$ cat src/verilog/vram_pkg.sv
//////////////////////////////////////////////////
// vram_pkg
// shared types and sizing for the text-mode
// video memory subsystem
//////////////////////////////////////////////////

package vram_pkg;

    localparam int ADDR_BITS = 16;
    localparam int WORD_BITS = 16;
    localparam int NIBBLES   = WORD_BITS / 4;     // one mask bit per nibble

    typedef logic [ADDR_BITS-1:0] addr_t;
    typedef logic [WORD_BITS-1:0] word_t;
    typedef logic [NIBBLES-1:0]   mask_t;

    // one VRAM access, 37 bits
    typedef struct packed {
        logic  wr;
        mask_t mask;
        addr_t addr;
        word_t data;
    } vram_req_t;

    localparam int BANK_BITS  = 2;
    localparam int BANKS      = 1 << BANK_BITS;
    localparam int OFS_BITS   = ADDR_BITS - BANK_BITS;
    localparam int BANK_WORDS = 1 << OFS_BITS;    // 16K words per bank

    localparam int HOST_CREDITS = 4;              // also the host queue depth
    localparam int HQ_PTR_BITS  = $clog2(HOST_CREDITS);
    localparam int HQ_CNT_BITS  = $clog2(HOST_CREDITS + 1);

    localparam int DISP_CREDITS = 2;
    localparam int DC_BITS      = $clog2(DISP_CREDITS + 1);

    localparam int LINE_COLS = 8;                 // character words per line
    localparam int COL_BITS  = $clog2(LINE_COLS + 1);

endpackage

$ cat src/verilog/vram_req_if.sv
//////////////////////////////////////////////////
// vram_req_if
// one VRAM access path between a client and
// the arbiter, with read response
//////////////////////////////////////////////////
`timescale 1ns/1ps

interface vram_req_if import vram_pkg::*; ();

    logic      req_valid;   // held until req_grant
    vram_req_t req;
    logic      req_grant;   // taken this cycle
    logic      rsp_valid;   // read data, one cycle after grant
    word_t     rsp_data;

    modport client (
        output req_valid, req,
        input  req_grant, rsp_valid, rsp_data
    );

    modport arbiter (
        input  req_valid, req,
        output req_grant, rsp_valid, rsp_data
    );

endinterface

$ cat src/verilog/text_fetch.sv
//////////////////////////////////////////////////
// text_fetch
// reads one line of character words and streams
// them to the display under its credits
//////////////////////////////////////////////////
`timescale 1ns/1ps

module text_fetch import vram_pkg::*; (
    input  logic  clk,
    input  logic  rst,
    input  logic  line_start,
    input  addr_t line_base,
    input  logic  disp_credit,
    output logic  char_valid,
    output word_t char_data,
    vram_req_if.client mem
);

    logic                active;      // line fetch in progress
    addr_t               base;
    logic [COL_BITS-1:0] issued;      // reads granted so far
    logic [COL_BITS-1:0] received;    // responses seen so far
    logic [DC_BITS-1:0]  credits;

    // credits only drop on grant, so the request stays up until taken
    assign mem.req_valid = active && (issued != COL_BITS'(LINE_COLS)) && (credits != '0);
    assign mem.req.wr    = 1'b0;
    assign mem.req.mask  = '0;
    assign mem.req.addr  = base + addr_t'(issued);
    assign mem.req.data  = '0;

    assign char_valid = mem.rsp_valid;
    assign char_data  = mem.rsp_data;

    always_ff @(posedge clk) begin
        if (!active && line_start) begin
            base <= line_base;
        end
    end

    always_ff @(posedge clk) begin
        if (rst) begin
            active   <= 1'b0;
            issued   <= '0;
            received <= '0;
            credits  <= DC_BITS'(DISP_CREDITS);
        end else begin
            credits <= credits + DC_BITS'(disp_credit) - DC_BITS'(mem.req_grant);
            if (!active) begin
                if (line_start) begin
                    active   <= 1'b1;
                    issued   <= '0;
                    received <= '0;
                end
            end else begin
                if (mem.req_grant) begin
                    issued <= issued + 1'b1;
                end
                if (mem.rsp_valid) begin
                    received <= received + 1'b1;
                    if (received == COL_BITS'(LINE_COLS - 1)) begin
                        active <= 1'b0;    // last char delivered
                    end
                end
            end
        end
    end

    // sink must never hand back more credits than it was given
    a_credit_max: assert property (@(posedge clk) disable iff (rst)
        credits <= DC_BITS'(DISP_CREDITS))
        else $error("text_fetch: display credit count above limit");

endmodule

$ cat src/flat_wrapper.sv
// flat-port wrapper written by rule: the top's interface ports become plain ports
module text_fetch_flat import vram_pkg::*;
  (clk, rst, line_start, line_base, disp_credit, char_valid, char_data, mem_req_valid, mem_req, mem_req_grant, mem_rsp_valid, mem_rsp_data);
  vram_req_if mem_i ();
  input  logic clk;
  input  logic rst;
  input  logic line_start;
  input  addr_t line_base;
  input  logic disp_credit;
  output logic char_valid;
  output word_t char_data;
  output wire logic [$bits(mem_i.req_valid)-1:0] mem_req_valid;
  output wire logic [$bits(mem_i.req)-1:0] mem_req;
  input wire logic [$bits(mem_i.req_grant)-1:0] mem_req_grant;
  input wire logic [$bits(mem_i.rsp_valid)-1:0] mem_rsp_valid;
  input wire logic [$bits(mem_i.rsp_data)-1:0] mem_rsp_data;
  assign mem_req_valid = mem_i.req_valid;
  assign mem_req = mem_i.req;
  assign mem_i.req_grant = mem_req_grant;
  assign mem_i.rsp_valid = mem_rsp_valid;
  assign mem_i.rsp_data = mem_rsp_data;
  text_fetch u_core (.clk(clk), .rst(rst), .line_start(line_start), .line_base(line_base), .disp_credit(disp_credit), .char_valid(char_valid), .char_data(char_data), .mem(mem_i));
endmodule
$ cat config.mk
export PLATFORM = sky130hd
export DESIGN_NAME = text_fetch_flat
export DESIGN_NICKNAME = d
export VERILOG_FILES = /design/src/verilog/vram_pkg.sv /design/src/verilog/vram_req_if.sv /design/src/verilog/text_fetch.sv /design/src/flat_wrapper.sv
export SDC_FILE = /design/constraint.sdc
export NUM_CORES = 1
export LEC_CHECK = 0
export ABC_AREA = 0
export BUFFER_PORTS_ARGS = -buffer_cell sky130_fd_sc_hd__buf_4
export CORE_MARGIN = 5
export CORE_UTILIZATION = 46
export CTS_BUF_LIST = sky130_fd_sc_hd__clkbuf_4
export DETAILED_ROUTE_END_ITERATION = 7
export PLACE_DENSITY_LB_ADDON = 0.15
export SETUP_SLACK_MARGIN = 0.4
export SLEW_MARGIN = 30
export SYNTH_ARGS = -nofsm -noshare
export SYNTH_HDL_FRONTEND = slang
export SYNTH_SLANG_ARGS = --single-unit
export TNS_END_PERCENT = 20
$ cat constraint.sdc
create_clock -name clk -period 2.7 [get_ports clk]
set_clock_uncertainty 0.2 [all_clocks]
set_input_delay 0.54 -clock clk [delete_from_list [all_inputs] [get_ports clk]]
set_output_delay 0.54 -clock clk [all_outputs]
set_load 0.01 [all_outputs]
Word level (Yosys, flattened, before mapping)
Cells that the tools add are included.
Widths: inputs -> output; s select.
{"block": "word_totals", "in_bits": 38, "output_inout_bits": 55, "wordCells": 31, "regBits": 27}
{"block": "classes", "n_addsub": 5, "reduce_logical": 8, "n_eq_ne": 4, "n_mux": 9}
{"operator": "$mux 4", "count": 5}
{"operator": "$add 16x4->16", "count": 1}
{"operator": "$add 4x1->4 const B", "count": 2}
{"operator": "$eq 4x3->1 const B", "count": 1}
{"operator": "$mux 1", "count": 4}
{"operator": "$ne 2x2->1 const B", "count": 2}
{"operator": "$ne 4x4->1 const B", "count": 1}
{"operator": "$reduce_and 2->1", "count": 2}
{"operator": "$reduce_bool 2->1", "count": 2}
{"operator": "$logic_and 1x1->1", "count": 3}
{"operator": "$add 2x1->2", "count": 1}
{"operator": "$sub 2x1->2", "count": 1}
{"operator": "$logic_not 1->1", "count": 1}

Longest topological paths before layout
{"block": "logic_depth", "depth_word": 4, "mapped_depth": 7}

Worst setup path after synthesis
Ideal clock, no wire load.
{"block": "synth_path", "path_kind": "reg-to-output", "start": "register u_core.base[0]", "end": "output mem_req[26]", "arrival_time_ps": 1578, "required_time_ps": 1960, "slack_ps": 382, "stages_incl_launch_ff": 7, "cell_sequence": "edfxtp_1 > ha_1 > fa_1 > nand3_1 > a21oi_2 > and3_2 > xor2_1"}
{"block": "synth_between", "elab_chain_len": 1}
{"element": "start, declared", "line": "text_fetch.sv:20", "source": "addr_t base;"}
{"element": "start signal, assigned", "line": "text_fetch.sv:37", "source": "base <= line_base;"}
{"element": "$add 16x4->16", "line": "text_fetch.sv:29", "source": "assign mem.req.addr = base + addr_t'(issued);"}
{"element": "end, declared", "line": "flat_wrapper.sv:13", "source": "output wire logic [$bits(mem_i.req)-1:0] mem_req;"}
Every way passes these cells.

Worst setup path after layout
{"block": "layout_path", "start": "register u_core.base[1]", "end": "output mem_req[27]"}
Same word-level chain as after synthesis.

==> out/qor.yml <==
status:
  status: "finished, violations left"
  violations: "negative setup slack"
cts:
  clock_latency_ns: 0.32
  clk_pin_slew_ns: 0.15
  h-tree-depth: 1
  clock-root-buffer: "clkbuf_4"
  cts_tree: "built"
  cts_buffer_depth: 2
  numClockSinks: 27
  numCtsBuffers: 3
  hold_buffers: 0
synth:
  synth_area_sq_um: 1710
  async_flop_share_pct: 0
  synth_cell_types: 38
  ys.warnings.count: 0
  netlist.top_cell.by_area: "edfxtp_1"
  yosys.area.top_type_share_pct: 28.2
  avgSynthCellArea_sq_um: 10.4
  synth_top_cells_by_area: "edfxtp_1 (28%), buf_4 (17%), dfxtp_1 (13%)"
  ys_seq_elements: 27
  yosysSeqAreaShare_pct: 41.1
  synthCells: 164
  synth_edf_count: 16
  synth_ff_type: "edfxtp_1"
placement:
  dpl.hpwl_microns: 2480
  post_dp_cell_area_sq_um: 1860
  gp_congestion: 0.774
  portBuffers: 39
  preCtsSetupSlack_ns: 0.213
final_layout:
  num_antenna_cells: 0
  layout_commonest_cell: "buf_4"
  syn2layout_area_growth_pct: 15.8
  fillCellCount: 350
  drive_gt1_share_pct: 33.9
  layout.area.seq_sq_um: 707
  final_cell_mix: "buf_4 (42), conb_1 (21), edfxtp_1 (16)"
  nets: 238
  design_area_sq_um: 1970
  utilization_pct: 54.3
  multi_input_area_sq_um: 840
worst_setup_path:
  crit_chain: "ha_4 -> a211o_1 -> a21oi_4 -> nor3_1 -> xor2_1 -> buf_4"
  slowest_stage: "edfxtp_1"
  critPathArrivalTime_ns: 1.98
  cp_max_fo: 6
  endpoint_kind: "output pin"
  critical_path_buf_inv_count: 1
  cp_top_family: "compound AO/OA/AOI/OAI gates"
  path_class: "flip-flop to output pin"
  worstSetupStartpointType: "flip-flop"
  required_ns: 1.96
  cpPeakStageDelay_ns: 0.45
grt:
  grtUsageMet1_pct: 13.7
  track_usage_pct: 12.2
  gr-max-usage-layer: "met2"
  grt_pass1_wl_microns: 4960
  grt_pass1_vias: 1102
  overflow: 0
  grt_max_degree: 18
  antenna_found_initial: 0
  met2_usage_pct: 22.3
  use_met3_pct: 3.55
sta:
  rsz0062_at_grt: "yes"
  period_minus_slack_ns: 2.72
  tightest_slew_ns: 0.606
  slew_headroom_pct: 59.5
  hold_viol_final: 0
  min_period_over_period_pct: 101
  drv_slew: 0
  fmax_ghz: 0.368
  holdWs_ns: 0.176
  fin_ws_ns: -0.0184
  setup_viol: 3
routing:
  antenna_left: 0
  drt-initial-drc-count: 19
  dr.pass1.iters: 4
  wl_per_cell_microns: 13.1
  vias: 1137
  via_per_inst: 4.80
  drc: 0
  wirelength_microns: 3110
power_and_ir_drop:
  p_leak_nw: 0.813
  vdd_ir_drop_max_mv: 0.242
  powerDensity_nw_per_um2: 413
floorplanning:
  die_y_microns: 70.9
  core_area_sq_um: 3630
  die-area_sq_um: 5030
  io_pins: 93
  start_util_pct: 46.9
  die_w_microns: 70.9
  rows: 22
hold_path:
  hp-class: "primary input to flip-flop"
job:
  cap_violations: 0
[per-layer routing]
metal  share of wire (%)  up-vias
li1                    -      567
met1                  37      529
met2                  54       37
met3                 7.4        4
met4                 1.0        0
met5                   0        -
[stage by stage]
| step | power [mW] | instances | TNS [ns] |
|---|---|---|---|
| 2_1_floorplan | 0.622 | 184 | 0 |
| 3_3_place_gp | 0.639 | 232 | 0 |
| 3_5_place_dp | 0.644 | 232 | 0 |
| 4_1_cts | 0.824 | 236 | -0.300 |
| 5_1_grt | 0.868 | 237 | -0.927 |
| 6_report | 0.815 | 237 | -0.0309 |
[final cells by class]
cell class,count,share of cell area (%)
inverter,6,1.14
clock inverter,1,0.380
multi-input combinational,110,42.5
clock buffer,3,1.14
sequential,27,35.8
tap,48,3.04
timing repair buffer,42,16.0
[Yosys cell counts, types with 3 or more instances]
master / count
a211oi_1: 4
a21oi_1: 6
a31oi_1: 4
buf_4: 38
dfxtp_1: 11
edfxtp_1: 16
ha_1: 9
inv_1: 6
nand2_1: 6
nor2_1: 8
nor2b_1: 3
nor3_1: 5
nor3b_1: 3
xnor2_1: 5
xor2_1: 10
[state kept, by name, summed over array words and instances, names as in the netlist]
| signal | cells |
|---|---|
| u_core.active | 1 |
| u_core.base | 16 |
| u_core.credits | 2 |
| u_core.issued | 4 |
| u_core.received | 4 |
[worst reg2reg max path, cell delays in order (launching register included)]
cell	delay, ns
dfxtp_2	0.44
nor2b_1	0.52
buf_4	0.27
[power breakdown]
part / switching [mW] / internal [mW] / total (mW)
registers: 0.0231 / 0.462 / 0.486
clock network: 0.119 / 0.0566 / 0.175
logic: 0.0761 / 0.0779 / 0.154
total: 0.218 / 0.597 / 0.815
[worst paths after layout]
path / startpoint / to / slack (ns) / depth (start not counted)
max: u_core.base[1] / mem_req[27] / -0.02 / 6
min: line_base[11] / u_core.base[11] / 0.18 / 1
max reg2reg: u_core.active / u_core.base[6] / 1.00 / 2
min reg2reg: u_core.received[3] / u_core.active / 0.33 / 2
[cells by family (layout without fill, tap and decap cells)]
logic type                 after synthesis  after routing  synth area share (%)
and+or+nand+nor                         39             39                  13.5
other                                    1             21                 0.220
AOI/OAI and AO/OA                       23             23                  9.69
muxes                                    2              2                  1.17
adders and majority gates               10             10                  7.78
DFF                                     27             27                  41.1
buffers and inverters                   47             52                  18.9
xor gates and xnor gates                15             15                  7.70
[repair_timing]
| action | CTS | global route |
|---|---|---|
| gates resized for setup | 8 | 7 |
| setup buffers | 0 | 1 |
| cloned | 0 | 0 |
| pin swaps | 3 | 5 |
| setup endpoints to repair | 16 | 15 |
| hold endpoints to repair | 0 | 0 |
Power figures use the tool's default switching activity.
