File: config.mk
export PLATFORM = sky130hd
export DESIGN_NAME = host_port_flat
export DESIGN_NICKNAME = d
export VERILOG_FILES = /design/src/verilog/vram_pkg.sv /design/src/verilog/vram_req_if.sv /design/src/verilog/host_port.sv /design/src/flat_wrapper.sv
export SDC_FILE = /design/constraint.sdc
export NUM_CORES = 1
export LEC_CHECK = 0
export ABC_AREA = 0
export BUFFER_PORTS_ARGS = -buffer_cell sky130_fd_sc_hd__buf_2
export CAP_MARGIN = 20
export CORE_UTILIZATION = 25
export DETAILED_ROUTE_END_ITERATION = 12
export HOLD_SLACK_MARGIN = 0.12
export PLACE_DENSITY = 0.53
export RECOVER_POWER = 50
export SLEW_MARGIN = 20
export SYNTH_ARGS = -nofsm -noshare
export SYNTH_HDL_FRONTEND = slang
export SYNTH_SLANG_ARGS = --single-unit
File: constraint.sdc
create_clock -name clk -period 1.8 [get_ports clk]
set_input_delay 0.36 -clock clk [delete_from_list [all_inputs] [get_ports clk]]
set_output_delay 0.36 -clock clk [all_outputs]
set_load 0.01 [all_outputs]
File: src/verilog/vram_pkg.sv
//////////////////////////////////////////////////
// vram_pkg
// shared types and sizing for the text-mode
// video memory subsystem
//////////////////////////////////////////////////

package vram_pkg;

    localparam int ADDR_BITS = 16;
    localparam int WORD_BITS = 16;
    localparam int NIBBLES   = WORD_BITS / 4;     // one mask bit per nibble

    typedef logic [ADDR_BITS-1:0] addr_t;
    typedef logic [WORD_BITS-1:0] word_t;
    typedef logic [NIBBLES-1:0]   mask_t;

    // one VRAM access, 37 bits
    typedef struct packed {
        logic  wr;
        mask_t mask;
        addr_t addr;
        word_t data;
    } vram_req_t;

    localparam int BANK_BITS  = 2;
    localparam int BANKS      = 1 << BANK_BITS;
    localparam int OFS_BITS   = ADDR_BITS - BANK_BITS;
    localparam int BANK_WORDS = 1 << OFS_BITS;    // 16K words per bank

    localparam int HOST_CREDITS = 4;              // also the host queue depth
    localparam int HQ_PTR_BITS  = $clog2(HOST_CREDITS);
    localparam int HQ_CNT_BITS  = $clog2(HOST_CREDITS + 1);

    localparam int DISP_CREDITS = 2;
    localparam int DC_BITS      = $clog2(DISP_CREDITS + 1);

    localparam int LINE_COLS = 8;                 // character words per line
    localparam int COL_BITS  = $clog2(LINE_COLS + 1);

endpackage

File: src/verilog/vram_req_if.sv
//////////////////////////////////////////////////
// vram_req_if
// one VRAM access path between a client and
// the arbiter, with read response
//////////////////////////////////////////////////
`timescale 1ns/1ps

interface vram_req_if import vram_pkg::*; ();

    logic      req_valid;   // held until req_grant
    vram_req_t req;
    logic      req_grant;   // taken this cycle
    logic      rsp_valid;   // read data, one cycle after grant
    word_t     rsp_data;

    modport client (
        output req_valid, req,
        input  req_grant, rsp_valid, rsp_data
    );

    modport arbiter (
        input  req_valid, req,
        output req_grant, rsp_valid, rsp_data
    );

endinterface

File: src/verilog/host_port.sv
//////////////////////////////////////////////////
// host_port
// host request queue; returns a credit per
// granted entry, read data comes back in order
//////////////////////////////////////////////////
`timescale 1ns/1ps

module host_port import vram_pkg::*; (
    input  logic      clk,
    input  logic      rst,
    input  logic      host_valid,
    input  vram_req_t host_req,
    output logic      host_credit,
    output logic      rd_valid,
    output word_t     rd_data,
    vram_req_if.client mem
);

    vram_req_t              queue [HOST_CREDITS];
    logic [HQ_PTR_BITS-1:0] wr_ptr;
    logic [HQ_PTR_BITS-1:0] rd_ptr;
    logic [HQ_CNT_BITS-1:0] count;
    logic                   pop;
    logic                   rd_pend;    // read granted last cycle

    assign pop = mem.req_grant;

    // head entry goes straight to the arbiter
    assign mem.req_valid = (count != '0);
    assign mem.req       = queue[rd_ptr];

    assign host_credit = pop;           // slot freed, credit back to host
    assign rd_valid    = mem.rsp_valid;
    assign rd_data     = mem.rsp_data;

    always_ff @(posedge clk) begin
        if (host_valid) begin
            queue[wr_ptr] <= host_req;
        end
    end

    always_ff @(posedge clk) begin
        if (rst) begin
            wr_ptr  <= '0;
            rd_ptr  <= '0;
            count   <= '0;
            rd_pend <= 1'b0;
        end else begin
            if (host_valid) begin
                wr_ptr <= wr_ptr + 1'b1;    // depth is a power of two
            end
            if (pop) begin
                rd_ptr <= rd_ptr + 1'b1;
            end
            case ({host_valid, pop})
                2'b10:   count <= count + 1'b1;
                2'b01:   count <= count - 1'b1;
                default: count <= count;
            endcase
            rd_pend <= pop && !mem.req.wr;
        end
    end

    // the host only sends while it holds a credit
    a_no_overflow: assert property (@(posedge clk) disable iff (rst)
        host_valid |-> (count != HQ_CNT_BITS'(HOST_CREDITS)))
        else $error("host_port: push into full queue");

    // responses only follow one of our own read grants
    a_rsp_expected: assert property (@(posedge clk) disable iff (rst)
        mem.rsp_valid |-> rd_pend)
        else $error("host_port: rsp_valid without outstanding read");

endmodule

File: src/flat_wrapper.sv
// flat-port wrapper written by rule: the top's interface ports become plain ports
module host_port_flat import vram_pkg::*;
  (clk, rst, host_valid, host_req, host_credit, rd_valid, rd_data, mem_req_valid, mem_req, mem_req_grant, mem_rsp_valid, mem_rsp_data);
  vram_req_if mem_i ();
  input  logic clk;
  input  logic rst;
  input  logic host_valid;
  input  vram_req_t host_req;
  output logic host_credit;
  output logic rd_valid;
  output word_t rd_data;
  output wire logic [$bits(mem_i.req_valid)-1:0] mem_req_valid;
  output wire logic [$bits(mem_i.req)-1:0] mem_req;
  input wire logic [$bits(mem_i.req_grant)-1:0] mem_req_grant;
  input wire logic [$bits(mem_i.rsp_valid)-1:0] mem_rsp_valid;
  input wire logic [$bits(mem_i.rsp_data)-1:0] mem_rsp_data;
  assign mem_req_valid = mem_i.req_valid;
  assign mem_req = mem_i.req;
  assign mem_i.req_grant = mem_req_grant;
  assign mem_i.rsp_valid = mem_rsp_valid;
  assign mem_i.rsp_data = mem_rsp_data;
  host_port u_core (.clk(clk), .rst(rst), .host_valid(host_valid), .host_req(host_req), .host_credit(host_credit), .rd_valid(rd_valid), .rd_data(rd_data), .mem(mem_i));
endmodule
Word level (Yosys, flattened, before mapping). Memories as Yosys holds them, arrays and structs flattened. A register that Yosys moved wholly into a read port is not among the register bits. Cells that the tools add are included.

Register bits after elaboration: 7. RAM bits: 148. Input bits: 58. Output and inout port bits: 56. Logic and storage cells: 17. Memories kept: 1.

Memory list: u_core.queue (depth 4, bits a word 37, read ports 1, clocked after Yosys merged registers in 1, wr ports 1, RTL line host_port.sv:19) `vram_req_t queue [HOST_CREDITS];`.

$add $sub $neg: 4. Eq/ne operators: 2. Multiplexer cells: 5. Reduce and logical (&&, ||, !) cells: 2.

Operators with widths (count): $pmux W3 S2 (1); $add A2 B1 Y2 const B (2); $mux W2 (2); $add A3 B1 Y3 const B (1); $reduce_bool A3 Y1 (1); $sub A3 B1 Y3 const B (1); $eq A2 B1 Y1 const B (1); $eq A2 B2 Y1 const B (1); $mux W1 (2); $reduce_bool A2 Y1 (1).

Logic depth before layout (Yosys ltp).
Word-level depth: 3. Gate-level depth with buffers: 6. Mapped depth without buffers: 6.

Worst setup path before layout. OpenSTA, ideal clock, no wires.

Kind: register to register. Start: register u_core.wr_ptr[0]. End: memory u_core.queue[2][0] in the netlist's numbering, enable pin. Setup time: 398 ps. Data arrival time: 1443 ps. Required time: 1402 ps. Setup slack: -41 ps. Cell stages (with the launch flop): 4. Buffers on the path: 0. Period minus slack after synthesis: 1841 ps. Cells stage by stage: dfxtp_1 -> inv_1 -> ha_1 -> and2_1.

RTL lines: start: declaration (RTL line host_port.sv:20) `logic [HQ_PTR_BITS-1:0] wr_ptr;`; start signal: assignment (RTL line host_port.sv:50) `wr_ptr <= wr_ptr + 1'b1;`; end: declaration (RTL line host_port.sv:19).

No word-level cell before the write port.

==> reports/metrics.yaml <==
route:
  firstDrtPassIters: 4
  wl_um: 11500
  ant_nets: 0
  drc: 0
  routed_via_density: 4.00
  wl_per_cell_um: 17.0
  first_iter_violations: 125
  vias: 2707
floorplan:
  core_mm2: 0.0234
  fp-row-count: 56
  die_h_um: 156
  initial_core_util: 0.254
  die_w_um: 156
  die_area_mm2: 0.0244
  design.portCount: 114
placed_design:
  post-dp-hpwl_um: 7290
  dp_cells: 640
  port_buffers: 79
  place_congestion: 0.626
  place_area_mm2: 0.00676
logic_synthesis:
  synth_top_family_by_area: "multiplexers"
  async_flop_share: 0
  synthSimpleGateAreaFrac: 0.0114
  yosysTopAreaCellShare: 0.747
  ys_seq_area_frac: 0.777
  synth_xor_area_frac: 0.00736
  synthTopCellsByCount: "edfxtp_1, mux4_2, buf_4"
  syn-cell-area_mm2: 0.00595
  synth-seq-cells: 157
  synth.most_common_cell: "edfxtp_1"
  synth_mux_area_frac: 0.148
  synth_area_per_cell_um2: 23.5
  ys_warn_count: 0
  synth_cell_types: 22
  ys_top_cells_by_area: "edfxtp_1, mux4_2, mux4_1, dfxtp_1, buf_4"
  synth_compound_area_frac: 0.00168
  synth_edf_count: 148
  syn_inst: 253
  synthesis.nets: 317
  ys.flop_type: "edfxtp_1"
  yosysTopAreaCell: "edfxtp_1"
  synthAdderAreaFrac: 0.0139
sta:
  fmax_mhz: 484
  whs_ps: 186
  period_minus_slack_ps: 2070
  fin_crit_sh: 1.15
  max_slew_margin: 0.689
  worst_pin_slew_ps: 467
  final-hold-violation-count: 0
  slew_viol_final: 0
  setup_ws_ps: -267
  rsz0062_at_grt: "yes"
  setup_violations: 37
  clock_skew_ps: 8.82
outcome:
  status: "finished, violations left"
  violations: "setup timing"
critical_path:
  crit_slowest_cell: "mux4_2"
  crit_type: "flop to output port"
  critPathMaxFanout: 14
  critPathRequiredTime_ps: 1440
  crit_path_start_kind: "flop"
  cp-end-kind: "output port"
  crit_arrival_ps: 1710
  slowest_delay_ps: 540
  cp_cell_sequence: "buf_12, mux4_2, buf_6"
layout:
  stdcell_count: 677
  utilization: 0.318
  final_cell_area_mm2: 0.00744
  seqCellArea_mm2: 0.00463
  fin_nets: 408
  area_delta_synth_final_pct: 25.1
  drive_gt1_frac: 0.375
  multiInputGateArea_mm2: 0.00106
  fillers: 2311
run:
  cap_viol_max_count: 0
global_routing:
  grt_pass1_vias: 2930
  overflow: 0
  grt.met3_usage: 0.0413
  top_usage_layer: "met2"
  use_met1: 0.117
  grt_pass1_wl_um: 17400
  grt.total_usage: 0.102
  antenna_found_initial: 1
  grt_start_max_net_pins: 27
  grtUsageMet2: 0.165
clock_tree:
  h-tree-depth: 4
  cts_tree: "done"
  clk_path_buf_depth: 2
  path_clk_slew_ps: 60
  cts-root-buf: "clkbuf_16"
  clk_latency_ps: 420
  cts_buffers: 17
  holdBufCountCts: 0
  cts.sinks: 157
power_and_ir_drop:
  p_leak_nw: 2.42
  ir_worst_vdd_uv: 540
  p_per_area_mw_per_mm2: 1160
  p_total_mw: 8.66
min_path:
  holdCritPathClass: "input port to flop"
==> power breakdown <==
| group | switching [mW] | internal [mW] |
|---|---|---|
| registers | 0.0591 | 4.19 |
| clock network | 1.39 | 2.07 |
| logic | 0.447 | 0.504 |
| total | 1.90 | 6.76 |
==> placed cells by master, fill, tap and decap left out <==
| cell type | netlist | final |
|---|---|---|
| diode_2 | 0 | 1 |
| clkbuf_8 | 0 | 1 |
| xnor2_1 | 3 | 3 |
| nor2_1 | 7 | 7 |
| ha_1 | 5 | 5 |
| bufinv_16 | 0 | 2 |
| a21oi_1 | 1 | 1 |
| o21ai_0 | 1 | 1 |
| buf_4 | 18 | 10 |
| mux2i_1 | 2 | 2 |
| buf_12 | 3 | 9 |
| edfxtp_1 | 148 | 148 |
| inv_1 | 3 | 3 |
| mux4_2 | 30 | 37 |
| dfxtp_1 | 9 | 7 |
| nand2_1 | 1 | 1 |
| clkbuf_16 | 0 | 17 |
| or3_1 | 2 | 2 |
| clkinv_2 | 0 | 4 |
| clkinvlp_4 | 0 | 4 |
| buf_2 | 3 | 18 |
| clkbuf_1 | 1 | 40 |
| buf_6 | 1 | 25 |
| and2_2 | 0 | 4 |
| fa_1 | 1 | 1 |
| inv_6 | 0 | 1 |
| xor2_1 | 2 | 2 |
| dfxtp_4 | 0 | 2 |
==> registers in the layout (all words and copies together) (netlist names), named ones only <==
signal and count:
u_core.queue 148, u_core.count 3, u_core.rd_ptr 2, u_core.wr_ptr 2
==> layer usage <==
| layer | part of all wire | vias up |
|---|---|---|
| li1 | - | 1200 |
| met1 | 0.42 | 1415 |
| met2 | 0.50 | 71 |
| met3 | 0.063 | 21 |
| met4 | 0.018 | 0 |
| met5 | 0 | - |
==> path summary, 6_finish.rpt <==
check                   endpoint  slack [ps]  cells after the start        startpoint
max reg2reg   u_core.queue[0][6]         170                      4  u_core.wr_ptr[0]
min          u_core.queue[1][33]         190                      1      host_req[33]
max                  mem_req[14]        -270                      3              flop
min reg2reg      u_core.count[2]         520                      2   u_core.count[2]
==> logic make-up after synthesis <==
| family | Yosys count |
|---|---|
| simple gates | 14 |
| compound gates | 2 |
| buf+inv | 30 |
| fa+ha+maj | 6 |
| mux | 39 |
| xor+xnor | 5 |
| flops | 157 |
==> what timing repair did <==
action                     4_1_cts  5_1_grt
setup endpoints to repair       37       37
gates resized for setup         22       12
buffers inserted                 3        1
==> through the flow <==
stage	worst slack [ps]	TNS [ps]
after global routing	-356	-11250
after detailed placement	4.73	0
after global placement	94.9	0
after floorplan	224	0
final	-267	-8370
after CTS	-319	-9830
==> worst max-delay path: cells and delay by family, from the launching register on <==
kind / cells / cell delay [ps]
buffers and inverters: 2 / 320
flip-flops: 1 / 400
multiplexers: 1 / 540
==> layout make-up <==
cell class                 count  area share
multi-input combinational     66       0.143
timing repair buffer          99       0.103
inverter                       3     0.00151
antenna                        1    0.000336
tap                          319      0.0536
sequential                   157       0.622
clock buffer                  21      0.0605
clock inverter                11      0.0160
No activity file was read; power rests on OpenSTA's default activity.
