===== src/verilog/vram_pkg.sv =====
//////////////////////////////////////////////////
// vram_pkg
// shared types and sizing for the text-mode
// video memory subsystem
//////////////////////////////////////////////////

package vram_pkg;

    localparam int ADDR_BITS = 16;
    localparam int WORD_BITS = 16;
    localparam int NIBBLES   = WORD_BITS / 4;     // one mask bit per nibble

    typedef logic [ADDR_BITS-1:0] addr_t;
    typedef logic [WORD_BITS-1:0] word_t;
    typedef logic [NIBBLES-1:0]   mask_t;

    // one VRAM access, 37 bits
    typedef struct packed {
        logic  wr;
        mask_t mask;
        addr_t addr;
        word_t data;
    } vram_req_t;

    localparam int BANK_BITS  = 2;
    localparam int BANKS      = 1 << BANK_BITS;
    localparam int OFS_BITS   = ADDR_BITS - BANK_BITS;
    localparam int BANK_WORDS = 1 << OFS_BITS;    // 16K words per bank

    localparam int HOST_CREDITS = 4;              // also the host queue depth
    localparam int HQ_PTR_BITS  = $clog2(HOST_CREDITS);
    localparam int HQ_CNT_BITS  = $clog2(HOST_CREDITS + 1);

    localparam int DISP_CREDITS = 2;
    localparam int DC_BITS      = $clog2(DISP_CREDITS + 1);

    localparam int LINE_COLS = 8;                 // character words per line
    localparam int COL_BITS  = $clog2(LINE_COLS + 1);

endpackage


===== src/verilog/vram_req_if.sv =====
//////////////////////////////////////////////////
// vram_req_if
// one VRAM access path between a client and
// the arbiter, with read response
//////////////////////////////////////////////////
`timescale 1ns/1ps

interface vram_req_if import vram_pkg::*; ();

    logic      req_valid;   // held until req_grant
    vram_req_t req;
    logic      req_grant;   // taken this cycle
    logic      rsp_valid;   // read data, one cycle after grant
    word_t     rsp_data;

    modport client (
        output req_valid, req,
        input  req_grant, rsp_valid, rsp_data
    );

    modport arbiter (
        input  req_valid, req,
        output req_grant, rsp_valid, rsp_data
    );

endinterface


===== src/verilog/vram_arbiter.sv =====
//////////////////////////////////////////////////
// vram_arbiter
// fixed priority, video before host; drives the
// VRAM strobes and steers read data back
//////////////////////////////////////////////////
`timescale 1ns/1ps

module vram_arbiter import vram_pkg::*; (
    input  logic  clk,
    input  logic  rst,
    vram_req_if.arbiter video,
    vram_req_if.arbiter host,
    output logic  sel,
    output logic  wr_en,
    output mask_t wr_mask,
    output addr_t address_in,
    output word_t data_in,
    input  word_t data_out
);

    vram_req_t pick;
    logic      rd_video;    // owner of the read in flight
    logic      rd_host;

    assign video.req_grant = video.req_valid;
    assign host.req_grant  = host.req_valid && !video.req_valid;

    assign pick = video.req_valid ? video.req : host.req;

    assign sel        = video.req_valid || host.req_valid;
    assign wr_en      = sel && pick.wr;
    assign wr_mask    = pick.mask;
    assign address_in = pick.addr;
    assign data_in    = pick.data;

    always_ff @(posedge clk) begin
        if (rst) begin
            rd_video <= 1'b0;
            rd_host  <= 1'b0;
        end else begin
            rd_video <= video.req_grant && !video.req.wr;
            rd_host  <= host.req_grant && !host.req.wr;
        end
    end

    // vram output is registered, so data lines up with the owner flag
    assign video.rsp_valid = rd_video;
    assign video.rsp_data  = data_out;
    assign host.rsp_valid  = rd_host;
    assign host.rsp_data   = data_out;

    a_one_grant: assert property (@(posedge clk) disable iff (rst)
        !(video.req_grant && host.req_grant))
        else $error("vram_arbiter: two grants in one cycle");

    // a waiting host request must not change under us
    a_host_hold: assert property (@(posedge clk) disable iff (rst)
        host.req_valid && !host.req_grant |=> host.req_valid && $stable(host.req))
        else $error("vram_arbiter: host request dropped or changed before grant");

endmodule


===== src/flat_wrapper.sv =====
// flat-port wrapper written by rule: the top's interface ports become plain ports
module vram_arbiter_flat import vram_pkg::*;
  (clk, rst, sel, wr_en, wr_mask, address_in, data_in, data_out, video_req_valid, video_req, video_req_grant, video_rsp_valid, video_rsp_data, host_req_valid, host_req, host_req_grant, host_rsp_valid, host_rsp_data);
  vram_req_if video_i ();
  vram_req_if host_i ();
  input  logic clk;
  input  logic rst;
  output logic sel;
  output logic wr_en;
  output mask_t wr_mask;
  output addr_t address_in;
  output word_t data_in;
  input  word_t data_out;
  input wire logic [$bits(video_i.req_valid)-1:0] video_req_valid;
  input wire logic [$bits(video_i.req)-1:0] video_req;
  output wire logic [$bits(video_i.req_grant)-1:0] video_req_grant;
  output wire logic [$bits(video_i.rsp_valid)-1:0] video_rsp_valid;
  output wire logic [$bits(video_i.rsp_data)-1:0] video_rsp_data;
  input wire logic [$bits(host_i.req_valid)-1:0] host_req_valid;
  input wire logic [$bits(host_i.req)-1:0] host_req;
  output wire logic [$bits(host_i.req_grant)-1:0] host_req_grant;
  output wire logic [$bits(host_i.rsp_valid)-1:0] host_rsp_valid;
  output wire logic [$bits(host_i.rsp_data)-1:0] host_rsp_data;
  assign video_i.req_valid = video_req_valid;
  assign video_i.req = video_req;
  assign video_req_grant = video_i.req_grant;
  assign video_rsp_valid = video_i.rsp_valid;
  assign video_rsp_data = video_i.rsp_data;
  assign host_i.req_valid = host_req_valid;
  assign host_i.req = host_req;
  assign host_req_grant = host_i.req_grant;
  assign host_rsp_valid = host_i.rsp_valid;
  assign host_rsp_data = host_i.rsp_data;
  vram_arbiter u_core (.clk(clk), .rst(rst), .video(video_i), .host(host_i), .sel(sel), .wr_en(wr_en), .wr_mask(wr_mask), .address_in(address_in), .data_in(data_in), .data_out(data_out));
endmodule

===== config.mk =====
export PLATFORM = sky130hd
export DESIGN_NAME = vram_arbiter_flat
export DESIGN_NICKNAME = d
export VERILOG_FILES = /design/src/verilog/vram_pkg.sv /design/src/verilog/vram_req_if.sv /design/src/verilog/vram_arbiter.sv /design/src/flat_wrapper.sv
export SDC_FILE = /design/constraint.sdc
export NUM_CORES = 1
export LEC_CHECK = 0
export BUFFER_PORTS_ARGS = -buffer_cell sky130_fd_sc_hd__buf_4
export CORE_AREA = 2 2 64 66
export CTS_CLUSTER_SIZE = 30
export DETAILED_ROUTE_END_ITERATION = 6
export DIE_AREA = 0 0 66 68
export PLACE_DENSITY = 0.76
export SLEW_MARGIN = 20
export SYNTH_ARGS = -nofsm -noshare
export SYNTH_HDL_FRONTEND = slang
export SYNTH_SLANG_ARGS = --single-unit

===== constraint.sdc =====
create_clock -name clk -period 0.8 [get_ports clk]
set_input_delay 0.08 -clock clk [delete_from_list [all_inputs] [get_ports clk]]
set_output_delay 0.08 -clock clk [all_outputs]
set_load 0.1 [all_outputs]

# Word level (Yosys, flattened, before mapping)

Index checks and enable logic that the tools add are counted.

Logic and storage cells: 11
Output and inout bits: 74
Register bits after elaboration: 2
Input port bits: 94

Multiplexer cells: 1
Reduce and logical (&&, ||, !) cells: 8

Operators with widths:

| kind              | number |
|---|---|
| 37-bit 2-to-1 mux | 1 |
| 1-bit logical AND | 4 |
| 1-bit zero test   | 3 |
| 1-bit logical OR  | 1 |

# Longest topological paths before layout

Gate-level depths: netlist (run 1).

Depth in word-level cells: 3
Mapped depth: 3
Depth with buffers taken out: 2

# Least setup slack after synthesis (run 1)

No wires, ideal clock.

Path kind: input to output
Start point: in video_req_valid
End point: out wr_en
Slack: -0.855 ns
Path buffers: 1
Stages on the path: 3
Required time: 0.720 ns
Data arrival time: 1.575 ns
Cells stage by stage: buf_6 > nor2b_4 > a22o_1

Word-level cells in the longest chain between the ends: 2
Elaborated cells on any way between the ends: 3
Classes of those cells: mux (1); reduce/logical (2)

Ends and longest elaborated chain:

| what                                                  | line                                   | source |
|---|---|---|
| from (decl)                                           | flat_wrapper.sv:14                     | `input wire logic [$bits(video_i.req_valid)-1:0] video_req_valid;` |
| 37-bit 2-to-1 mux or 1-bit logical OR (tied branches) | vram_arbiter.sv:28, vram_arbiter.sv:30 |  |
| 1-bit logical AND *                                   | vram_arbiter.sv:31                     | `assign wr_en = sel && pick.wr;` |
| to (decl)                                             | flat_wrapper.sv:9                      | `output logic wr_en;` |

Mark *: on every way between the ends. The rest lies on a longest branch, timed or not.

# Worst setup path in the final report (run 1)

Start point: in video_req_valid
End point: out data_in[13]

Word-level cells in the longest chain between the ends: 1

Ends and longest elaborated chain:

| what              | line               | source |
|---|---|---|
| 37-bit 2-to-1 mux | vram_arbiter.sv:28 | `assign pick = video.req_valid ? video.req : host.req;` |
| to (decl)         | flat_wrapper.sv:12 | `output word_t data_in;` |

Every way passes these cells.

==> results.toml, run 1 <==
[pwr]
p_sw_w = 0.00160
leakage_nw = 1.23
ir_worst_vdd_mv = 0.637
power_w = 0.00320
p_seq_share_pct = 3.4
clkPwrFrac_pct = 12.1
p_int_w = 0.00160
powerDensity_nw_per_um2 = 1330
p_comb_share_pct = 84.5
p_sw_share_pct = 50.0

[logic_synthesis]
synth.top_cells.by_area = "mux2_2, buf_4, buf_6"
yosysTopAreaCell = "mux2_2"
syn-cell-area_sq_um = 787
yosysWarnings = 0
avgSynthCellArea_sq_um = 9.84
ys_ff_latch = 2
ys_seq_area_share_pct = 5.09
netlist_top_cells_count = "mux2_2, buf_4, buf_6"
synthesis.nets = 174
synth_top_area_share_pct = 51.5
ys_async_sr_fraction_pct = 0
synth-main-ff-cell = "dfxtp_1"
synth_cells = 80
yosysMostFrequentCell = "mux2_2"
yosysUniqueCellTypes = 9
synth_edf_count = 0

[clock_tree]
cts_tree = "built"
cts_sinks = 2
numCtsBuffers = 3
cts_hold_buf = 0
cts_max_level = 1
clk_path_buf_depth = 2
clkTransAtPathRegs_ns = 0.03
cts_root_buffer = "clkbuf_8"

[global_routing]
grt_pass1_wl_mm = 5.24
grt_max_degree = 11
grtUsageTotal_pct = 15.5
grt_pass1_vias = 998
grt-ovfl-total = 0
grt_antenna_before_repair = 0

[worst_setup_path]
critPathRequiredTime_ns = 0.72
crit_fanout = 8
critPathLaunch = "video_req_valid"
cp-start-kind = "input port"
path_class = "in -> out"
arrival_ns = 0.88
end_kind = "output port"

[hold_path]
hp-start = "rst"
holdPathStages = 2
min_path_type = "in -> reg"
min_to = "u_core.host.rsp_valid"

[sta]
final_period_minus_worst_setup_slack_ns = 0.956
setup_tns_ns = -5.16
maxSlewViolCount = 0
rsz0062_at_grt = "true"
clock.fmax_mhz = 1050
timing.slew.headroom_pct = 90.8
worst_pin_slew_ns = 0.137
timing.final.crit_share_pct = 120
holdWs_ns = 0.0371
hold_viol = 0
setup_violations = 39
worst_slack_ns = -0.156

[place]
place.detailed.hpwl_mm = 2.68
placed_cell_area_sq_um = 1600
place_congestion = 0.782
portBuffers = 119

[cells_and_area]
num_antenna_cells = 0
fin_area_sq_um = 2400
fillers = 303
syn2layout_area_growth_pct = 205
final_util_pct = 62.3
nNetsFinal = 271
final_layout_size_suffix_gt1_share_pct = 99.4

[route]
wl_per_cell_um = 17.2
vias_per_cell = 4.12
drt_wl_total_mm = 3.87
drtIter0Drc = 16
drt-pass1-iter-count = 4
drc = 0
dr_total_vias = 928
antenna_left = 0

[floorplanning]
die_height_um = 68
start_util_pct = 20.4
fp-row-count = 23
die_area_sq_um = 4490
core-area_sq_um = 3860
die_width_um = 66
ios = 168

[status]
violations = "negative setup slack"
status = "finished, violations left"

[job]
max-cap-violations = 0
[layout make-up]
type                            count  area [sq um]  share of cell area [%]
Clock buffer                        3          41.3                    1.72
Multi-Input combinational cell     41           601                    25.0
Sequential cell                     2          42.5                    1.77
Tap cell                           50          62.6                    2.60
Timing Repair Buffer              129          1660                    68.9
[cell usage in the layout, fill, tap and decap left out]
master / n
buf_4: 77
buf_12: 43
mux2_4: 36
buf_16: 6
clkbuf_8: 3
dfxtp_2: 2
nor2b_4: 1
or2_4: 1
a22o_4: 1
nor3b_1: 1
nor3b_2: 1
clkbuf_16: 1
buf_8: 1
buf_6: 1
[kinds of logic after synthesis]
kind of cell | after synthesis | synth area share, %
simple gates | 4 | 5.09
buf+inv | 37 | 37.2
compound gates | 1 | 1.11
flops | 2 | 5.09
mux | 36 | 51.5
[how the worst max path moves through the flow]
| stage | cells past startpoint | slack (ns) | end |
|---|---|---|---|
| global route | 4 | -0.17 | data_in[9] |
| global placement | 4 | -0.23 | wr_mask[3] |
| CTS | 4 | -0.15 | address_in[0] |
| finish | 4 | -0.16 | data_in[13] |
| detailed placement | 4 | -0.25 | data_in[3] |
| floorplan | 3 | -0.39 | wr_en |
[worst max-delay path: stages]
cell and delay (ns):
buf_16 0.15, clkbuf_16 0.17, mux2_4 0.31, buf_12 0.17
[registers in the layout, summed over array words and instances (netlist names)]
name                    cells
u_core.video.rsp_valid      1
u_core.host.rsp_valid       1
[timing repair]
item                                    in CTS  in global routing
endpoints found under the setup margin      41                 41
resized for setup                          142                  3
buffers inserted                             1                  1
pin swaps                                    2                  0
cloned                                       5                  1
[layer usage]
| layer | vias up | wire [um] | track usage, % |
|---|---|---|---|
| li1 | 438 | - | - |
| met1 | 425 | 1220 | 16.8 |
| met2 | 61 | 2260 | 30.8 |
| met3 | 4 | 359 | 3.13 |
| met4 | 0 | 28 | 3.83 |
| met5 | - | 0 | 0 |
[metrics by stage]
step | cells | worst slack [ns]
floorplan | 80 | -0.389
global placement | 214 | -0.226
detailed placement | 214 | -0.250
CTS | 223 | -0.152
global route | 225 | -0.175
finish | 225 | -0.156
[power by group through the flow]
stage	logic, W	clock network [W]	registers [W]
after detailed placement	0.00206	0	0.000107
final	0.00270	0.000389	0.000107
after floorplan	0.00224	0	0.000131
after CTS	0.00268	0.000400	0.000107
after global routing	0.00277	0.000399	0.000108
after global placement	0.00205	0	0.000107
Power figures use the tool's default switching activity.
==> inputs of run 2 (changes only) <==
ABC_AREA = 1   (was not set)
PLACE_DENSITY = 0.77   (was 0.76)
REMOVE_ABC_BUFFERS = 1   (was not set)
==> run 2 against run 1 <==
The run still ends with negative setup slack left. Clock power is 3% higher. Sequential power hardly changed. Largest cell class unchanged. Flip-flop and latch count stayed put. Sequential share of layout area hardly changed. Hold slack worse by 0.012 ns. Global-route usage is 4.6 points higher. Maximum frequency is 7.4% higher. Final cell count is 36% higher. Design area is 1.1% higher. Critical endpoint is now address_in[6]. Non-clock buffer count stayed put. Synthesized cell count is 110% higher. Routed wire length is 19% higher.
==> results.toml, run 2 <==
[clock_tree]
cts_max_level = 1
clk_path_buf_depth = 2
cts_tree = "built"
clkTransAtPathRegs_ns = 0.03
numCtsBuffers = 3
cts_root_buffer = "clkbuf_8"
cts_sinks = 2

[logic_synthesis]
yosysTopAreaCell = "nand2_1"
synth_top_area_share_pct = 52.1
avgSynthCellArea_sq_um = 4.97
synth-main-ff-cell = "dfxtp_1"
yosysWarnings = 0
ys_seq_area_share_pct = 4.92
yosysUniqueCellTypes = 9
netlist_top_cells_count = "nand2_1, buf_4, buf_6"
syn-cell-area_sq_um = 815
ys_ff_latch = 2
synth.top_cells.by_area = "nand2_1, buf_4, buf_6"
yosysMostFrequentCell = "nand2_1"
synth_cells = 164
synth_edf_count = 0
ys_async_sr_fraction_pct = 0

[sta]
worst_slack_ns = -0.0905
rsz0062_at_grt = "true"
timing.slew.headroom_pct = 81.6
clock.fmax_mhz = 1120
setup_violations = 31
final_period_minus_worst_setup_slack_ns = 0.890
timing.final.crit_share_pct = 111
hold_viol = 0
maxSlewViolCount = 0
worst_pin_slew_ns = 0.278

[worst_setup_path]
cp_slowest_cell = "buf_12"
critPathRequiredTime_ns = 0.72
crit_fanout = 9
critPathLaunch = "video_req_valid"
arrival_ns = 0.81
worstSetupEndpoint = "address_in[6]"
path_class = "in -> out"
critPathMostFrequentCell = "buf_12"
cpPeakStageDelay_ns = 0.17
cp_top_family = "buffers and inverters"
end_kind = "output port"
crit_buf_inv = 5
cp-start-kind = "input port"
crit_chain = "buf_12 > inv_8 > buf_12 > buf_12 > nand2_1 > nand2_2 > buf_12"
path_depth = 7

[cells_and_area]
layout_common_cells = "buf_4, nand2_1, buf_12"
fillers = 316
fin_area_sq_um = 2430
syn2layout_area_growth_pct = 198
layout_commonest_cell = "buf_4"
final_layout_size_suffix_gt1_share_pct = 73.7
final_cells = 305
num_antenna_cells = 0
final_util_pct = 63.0
nNetsFinal = 351

[status]
status = "finished, violations left"
violations = "negative setup slack"

[pwr]
clkPwrFrac_pct = 12.6
ir_worst_vdd_mv = 0.573
p_int_w = 0.00147
power_w = 0.00319
leakage_nw = 1.31
p_sw_w = 0.00172
p_sw_share_pct = 54.0
p_comb_share_pct = 84.0
p_seq_share_pct = 3.4
powerDensity_nw_per_um2 = 1310

[floorplanning]
die_area_sq_um = 4490
ios = 168
die_width_um = 66
fp-row-count = 23
die_height_um = 68
core-area_sq_um = 3860
start_util_pct = 21.1

[global_routing]
grt_antenna_before_repair = 0
grt-ovfl-total = 0
grt_pass1_vias = 1368
grt_max_degree = 20
grtUsageTotal_pct = 20.1
grt_pass1_wl_mm = 6.73

[route]
drtIter0Drc = 13
drt-pass1-iter-count = 4
vias_per_cell = 4.38
wl_per_cell_um = 15.1
drc = 0
antenna_left = 0
dr_total_vias = 1336
drt_wl_total_mm = 4.61

[place]
portBuffers = 119
place.detailed.hpwl_mm = 3.06
placed_cells = 298
place_congestion = 0.794
placed_cell_area_sq_um = 1540

[job]
max-cap-violations = 0

[hold_path]
min_path_type = "in -> reg"
-- run 2: changes by cell type in the layout (fill, tap and decap cells not counted), sizes merged, moves of 2 or more --
cell,change
mux2,-36
nand2,+113
nor3b,-2
nor2,+3
inv,+4
-- run 2: layout make-up --
| class | instances | area [sq um] | area share [%] |
|---|---|---|---|
| clock buffers | 3 | 41.3 | 1.70 |
| inverters | 4 | 22.5 | 0.927 |
| multi-input cells | 117 | 672 | 27.7 |
| flip-flops and latches | 2 | 42.5 | 1.75 |
| well taps | 50 | 62.6 | 2.58 |
| repair buffers | 129 | 1590 | 65.4 |
-- run 2: worst min-delay path by stage --
stage / start / end / slack [ns] / cells past startpoint
final: rst / u_core.video.rsp_valid / 0.02 / 2
after global routing: rst / u_core.video.rsp_valid / 0.03 / 2
after CTS: rst / u_core.video.rsp_valid / 0.02 / 2
after detailed placement: data_out[15] / video_rsp_data[15] / 0.16 / 0
after global placement: data_out[15] / video_rsp_data[15] / 0.16 / 0
after floorplan: rst / u_core.video.rsp_valid / 0.15 / 1
-- run 2: cells by family after synthesis --
family                 Yosys count  synth area share [%]
AND/OR/NAND/NOR                117                  54.2
flip-flops                       2                  4.92
buffers and inverters           45                  40.9
-- run 2: what timing repair did --
| item | in CTS | in global routing |
|---|---|---|
| pin swaps | 6 | 9 |
| resized for setup | 195 | 13 |
| endpoints found under the setup margin | 41 | 41 |
| hold buffers | 0 | 0 |
| gates cloned | 3 | 0 |
| buffers inserted | 3 | 0 |
-- run 2: power groups by stage --
stage | registers (W) | clock network, W | logic [W]
3_3_place_gp | 0.000106 | 0 | 0.00196
2_1_floorplan | 0.000130 | 0 | 0.00129
3_5_place_dp | 0.000106 | 0 | 0.00197
4_1_cts | 0.000108 | 0.000418 | 0.00267
5_1_grt | 0.000108 | 0.000435 | 0.00278
6_report | 0.000108 | 0.000402 | 0.00268
-- run 2: metal layers --
metal	vias up	GRT usage [%]	part of all wire (%)	wire (um)
li1	633	-	-	-
met1	595	20.5	34	1560
met2	100	35.1	51	2330
met3	6	12.0	14	656
met4	2	3.83	0.41	19
met5	-	8.75	0.83	38
-- run 2: per-stage QoR --
step	TNS, ns	hold WS, ns	setup slack, ns
4_1_cts	-2.44	0.0201	-0.0828
5_1_grt	-2.98	0.0284	-0.124
3_5_place_dp	-5.44	0.161	-0.159
3_3_place_gp	-4.92	0.161	-0.162
6_report	-1.81	0.0250	-0.0905
2_1_floorplan	-17.24	0.152	-0.912
==> inputs of run 3 (changes only) <==
BUFFER_PORTS_ARGS = not set   (was -buffer_cell sky130_fd_sc_hd__buf_4)
CORE_AREA = 2 2 65 67   (was 2 2 64 66)
DIE_AREA = 0 0 67 69   (was 0 0 66 68)
DONT_BUFFER_PORTS = 1   (was not set)
PLACE_DENSITY = 0.38   (was 0.77)
==> run 3 against run 2 <==
The flow now finishes without violations. Global-route usage fell by 8.0 points. Die area grew 3.0%. Clock power down 3%. Sequential share of layout area is 1.1 points higher. Sequential power is essentially flat. Design area decreased by 39%. Routed wire length is 34% lower. Combinational power down 22%. Worst setup slack better by 0.10 ns.
==> results.toml, run 3 (synthesis results as in run 2) <==
[status]
status = "finished, final reports clean"

[global_routing]
grt-ovfl-total = 0
grt_pass1_vias = 900
grtUsageTotal_pct = 12.1
grt_pass1_wl_mm = 4.17
grt_max_degree = 41
grt_antenna_before_repair = 0

[cells_and_area]
num_antenna_cells = 0
fin_area_sq_um = 1470
layout_commonest_cell = "nand2_1"
fillers = 398
nNetsFinal = 267
syn2layout_area_growth_pct = 80.5
layout_common_cells = "nand2_1, buf_12, nand2_2, inv_1, clkbuf_8"
final_layout_size_suffix_gt1_share_pct = 31.6

[route]
wl_per_cell_um = 13.7
drt_wl_total_mm = 3.04
antenna_left = 0
drc = 0
drtIter0Drc = 17
dr_total_vias = 960
drt-pass1-iter-count = 6
vias_per_cell = 4.34

[floorplanning]
core-area_sq_um = 3910
start_util_pct = 20.8
die_area_sq_um = 4620
die_width_um = 67
ios = 168
die_height_um = 69
fp-row-count = 23

[worst_setup_path]
crit_fanout = 1
crit_chain = "buf_12"
arrival_ns = 0.71
crit_buf_inv = 1
path_class = "reg -> out"
cp-start-kind = "register"
critPathRequiredTime_ns = 0.72
cpPeakStageDelay_ns = 0.33
cp_slowest_cell = "dfxtp_2"
cp_top_family = "flip-flops"
end_kind = "output port"

[pwr]
power_w = 0.00258
ir_worst_vdd_mv = 0.599
leakage_nw = 0.794
powerDensity_nw_per_um2 = 1760

[place]
portBuffers = 0
dp_slack_ns = 0.0311
placed_cell_area_sq_um = 1410
place.detailed.hpwl_mm = 2.63
place_congestion = 0.748

[clock_tree]
cts_sinks = 2
clk_path_buf_depth = 2
cts_root_buffer = "clkbuf_8"
cts_max_level = 1
postCtsSetupBuffers = 0
clkTransAtPathRegs_ns = 0.03
cts_tree = "built"
numCtsBuffers = 3

[sta]
clock.fmax_mhz = 1270
setup_violations = 0
timing.final.crit_share_pct = 98.3
rsz0062_at_grt = "false"
worst_slack_ns = 0.0135
setup_tns_ns = 0
timing.slew.headroom_pct = 81.6
maxSlewViolCount = 0
hold_viol = 0
worst_pin_slew_ns = 0.278
final_period_minus_worst_setup_slack_ns = 0.786

[hold_path]
min_path_type = "in -> reg"

[job]
max-cap-violations = 0
-- run 3: changes by cell type in the layout (fill, tap and decap cells not counted), sizes merged --
cell / change
buf: -85
dlygate4sd3: +1
-- run 3: area by class of cell --
type                            instances  area [sq um]  area share, %
Multi-Input combinational cell        117           452           30.7
Inverter                                4          15.0           1.02
Clock buffer                            3          41.3           2.81
Sequential cell                         2          42.5           2.89
Timing Repair Buffer                   45           857           58.3
Tap cell                               50          62.6           4.26
-- run 3: timing repair --
| item | in CTS | in global routing |
|---|---|---|
| resized for setup | 2 | 4 |
| hold buffers | 1 | 0 |
| endpoints found under the setup margin | 2 | 8 |
| endpoints found under the hold margin | 1 | 0 |
| pin swaps | 0 | 0 |
-- run 3: path summary, 6_finish.rpt --
check,from,endpoint,slack (ns),depth (start not counted)
setup / recovery,u_core.video.rsp_valid,video_rsp_valid,0.01,1
hold / removal,video_req_valid,u_core.video.rsp_valid,0.03,2
-- run 3: power breakdown --
group	switching (W)	total (W)	internal, W
Clock	0.0000717	0.000389	0.000317
Sequential	0.00000265	0.000107	0.000105
Combinational	0.00141	0.00209	0.000676
Total	0.00149	0.00258	0.00110
-- run 3: routing by layer --
| metal | part of all wire (%) | track usage, % | wire, um |
|---|---|---|---|
| met1 | 34 | 11.0 | 1030 |
| met2 | 43 | 18.3 | 1310 |
| met3 | 22 | 10.8 | 678 |
| met4 | 0.46 | 4.08 | 14 |
| met5 | 0 | 8.75 | 0 |
-- run 3: through the flow --
step	util, %	hold slack [ns]	cells
floorplan	-	0.152	123
global placement	35.9	0.153	217
detailed placement	35.9	0.160	217
CTS	37.3	0.0201	221
global route	37.6	0.0361	221
finish	37.6	0.0281	221
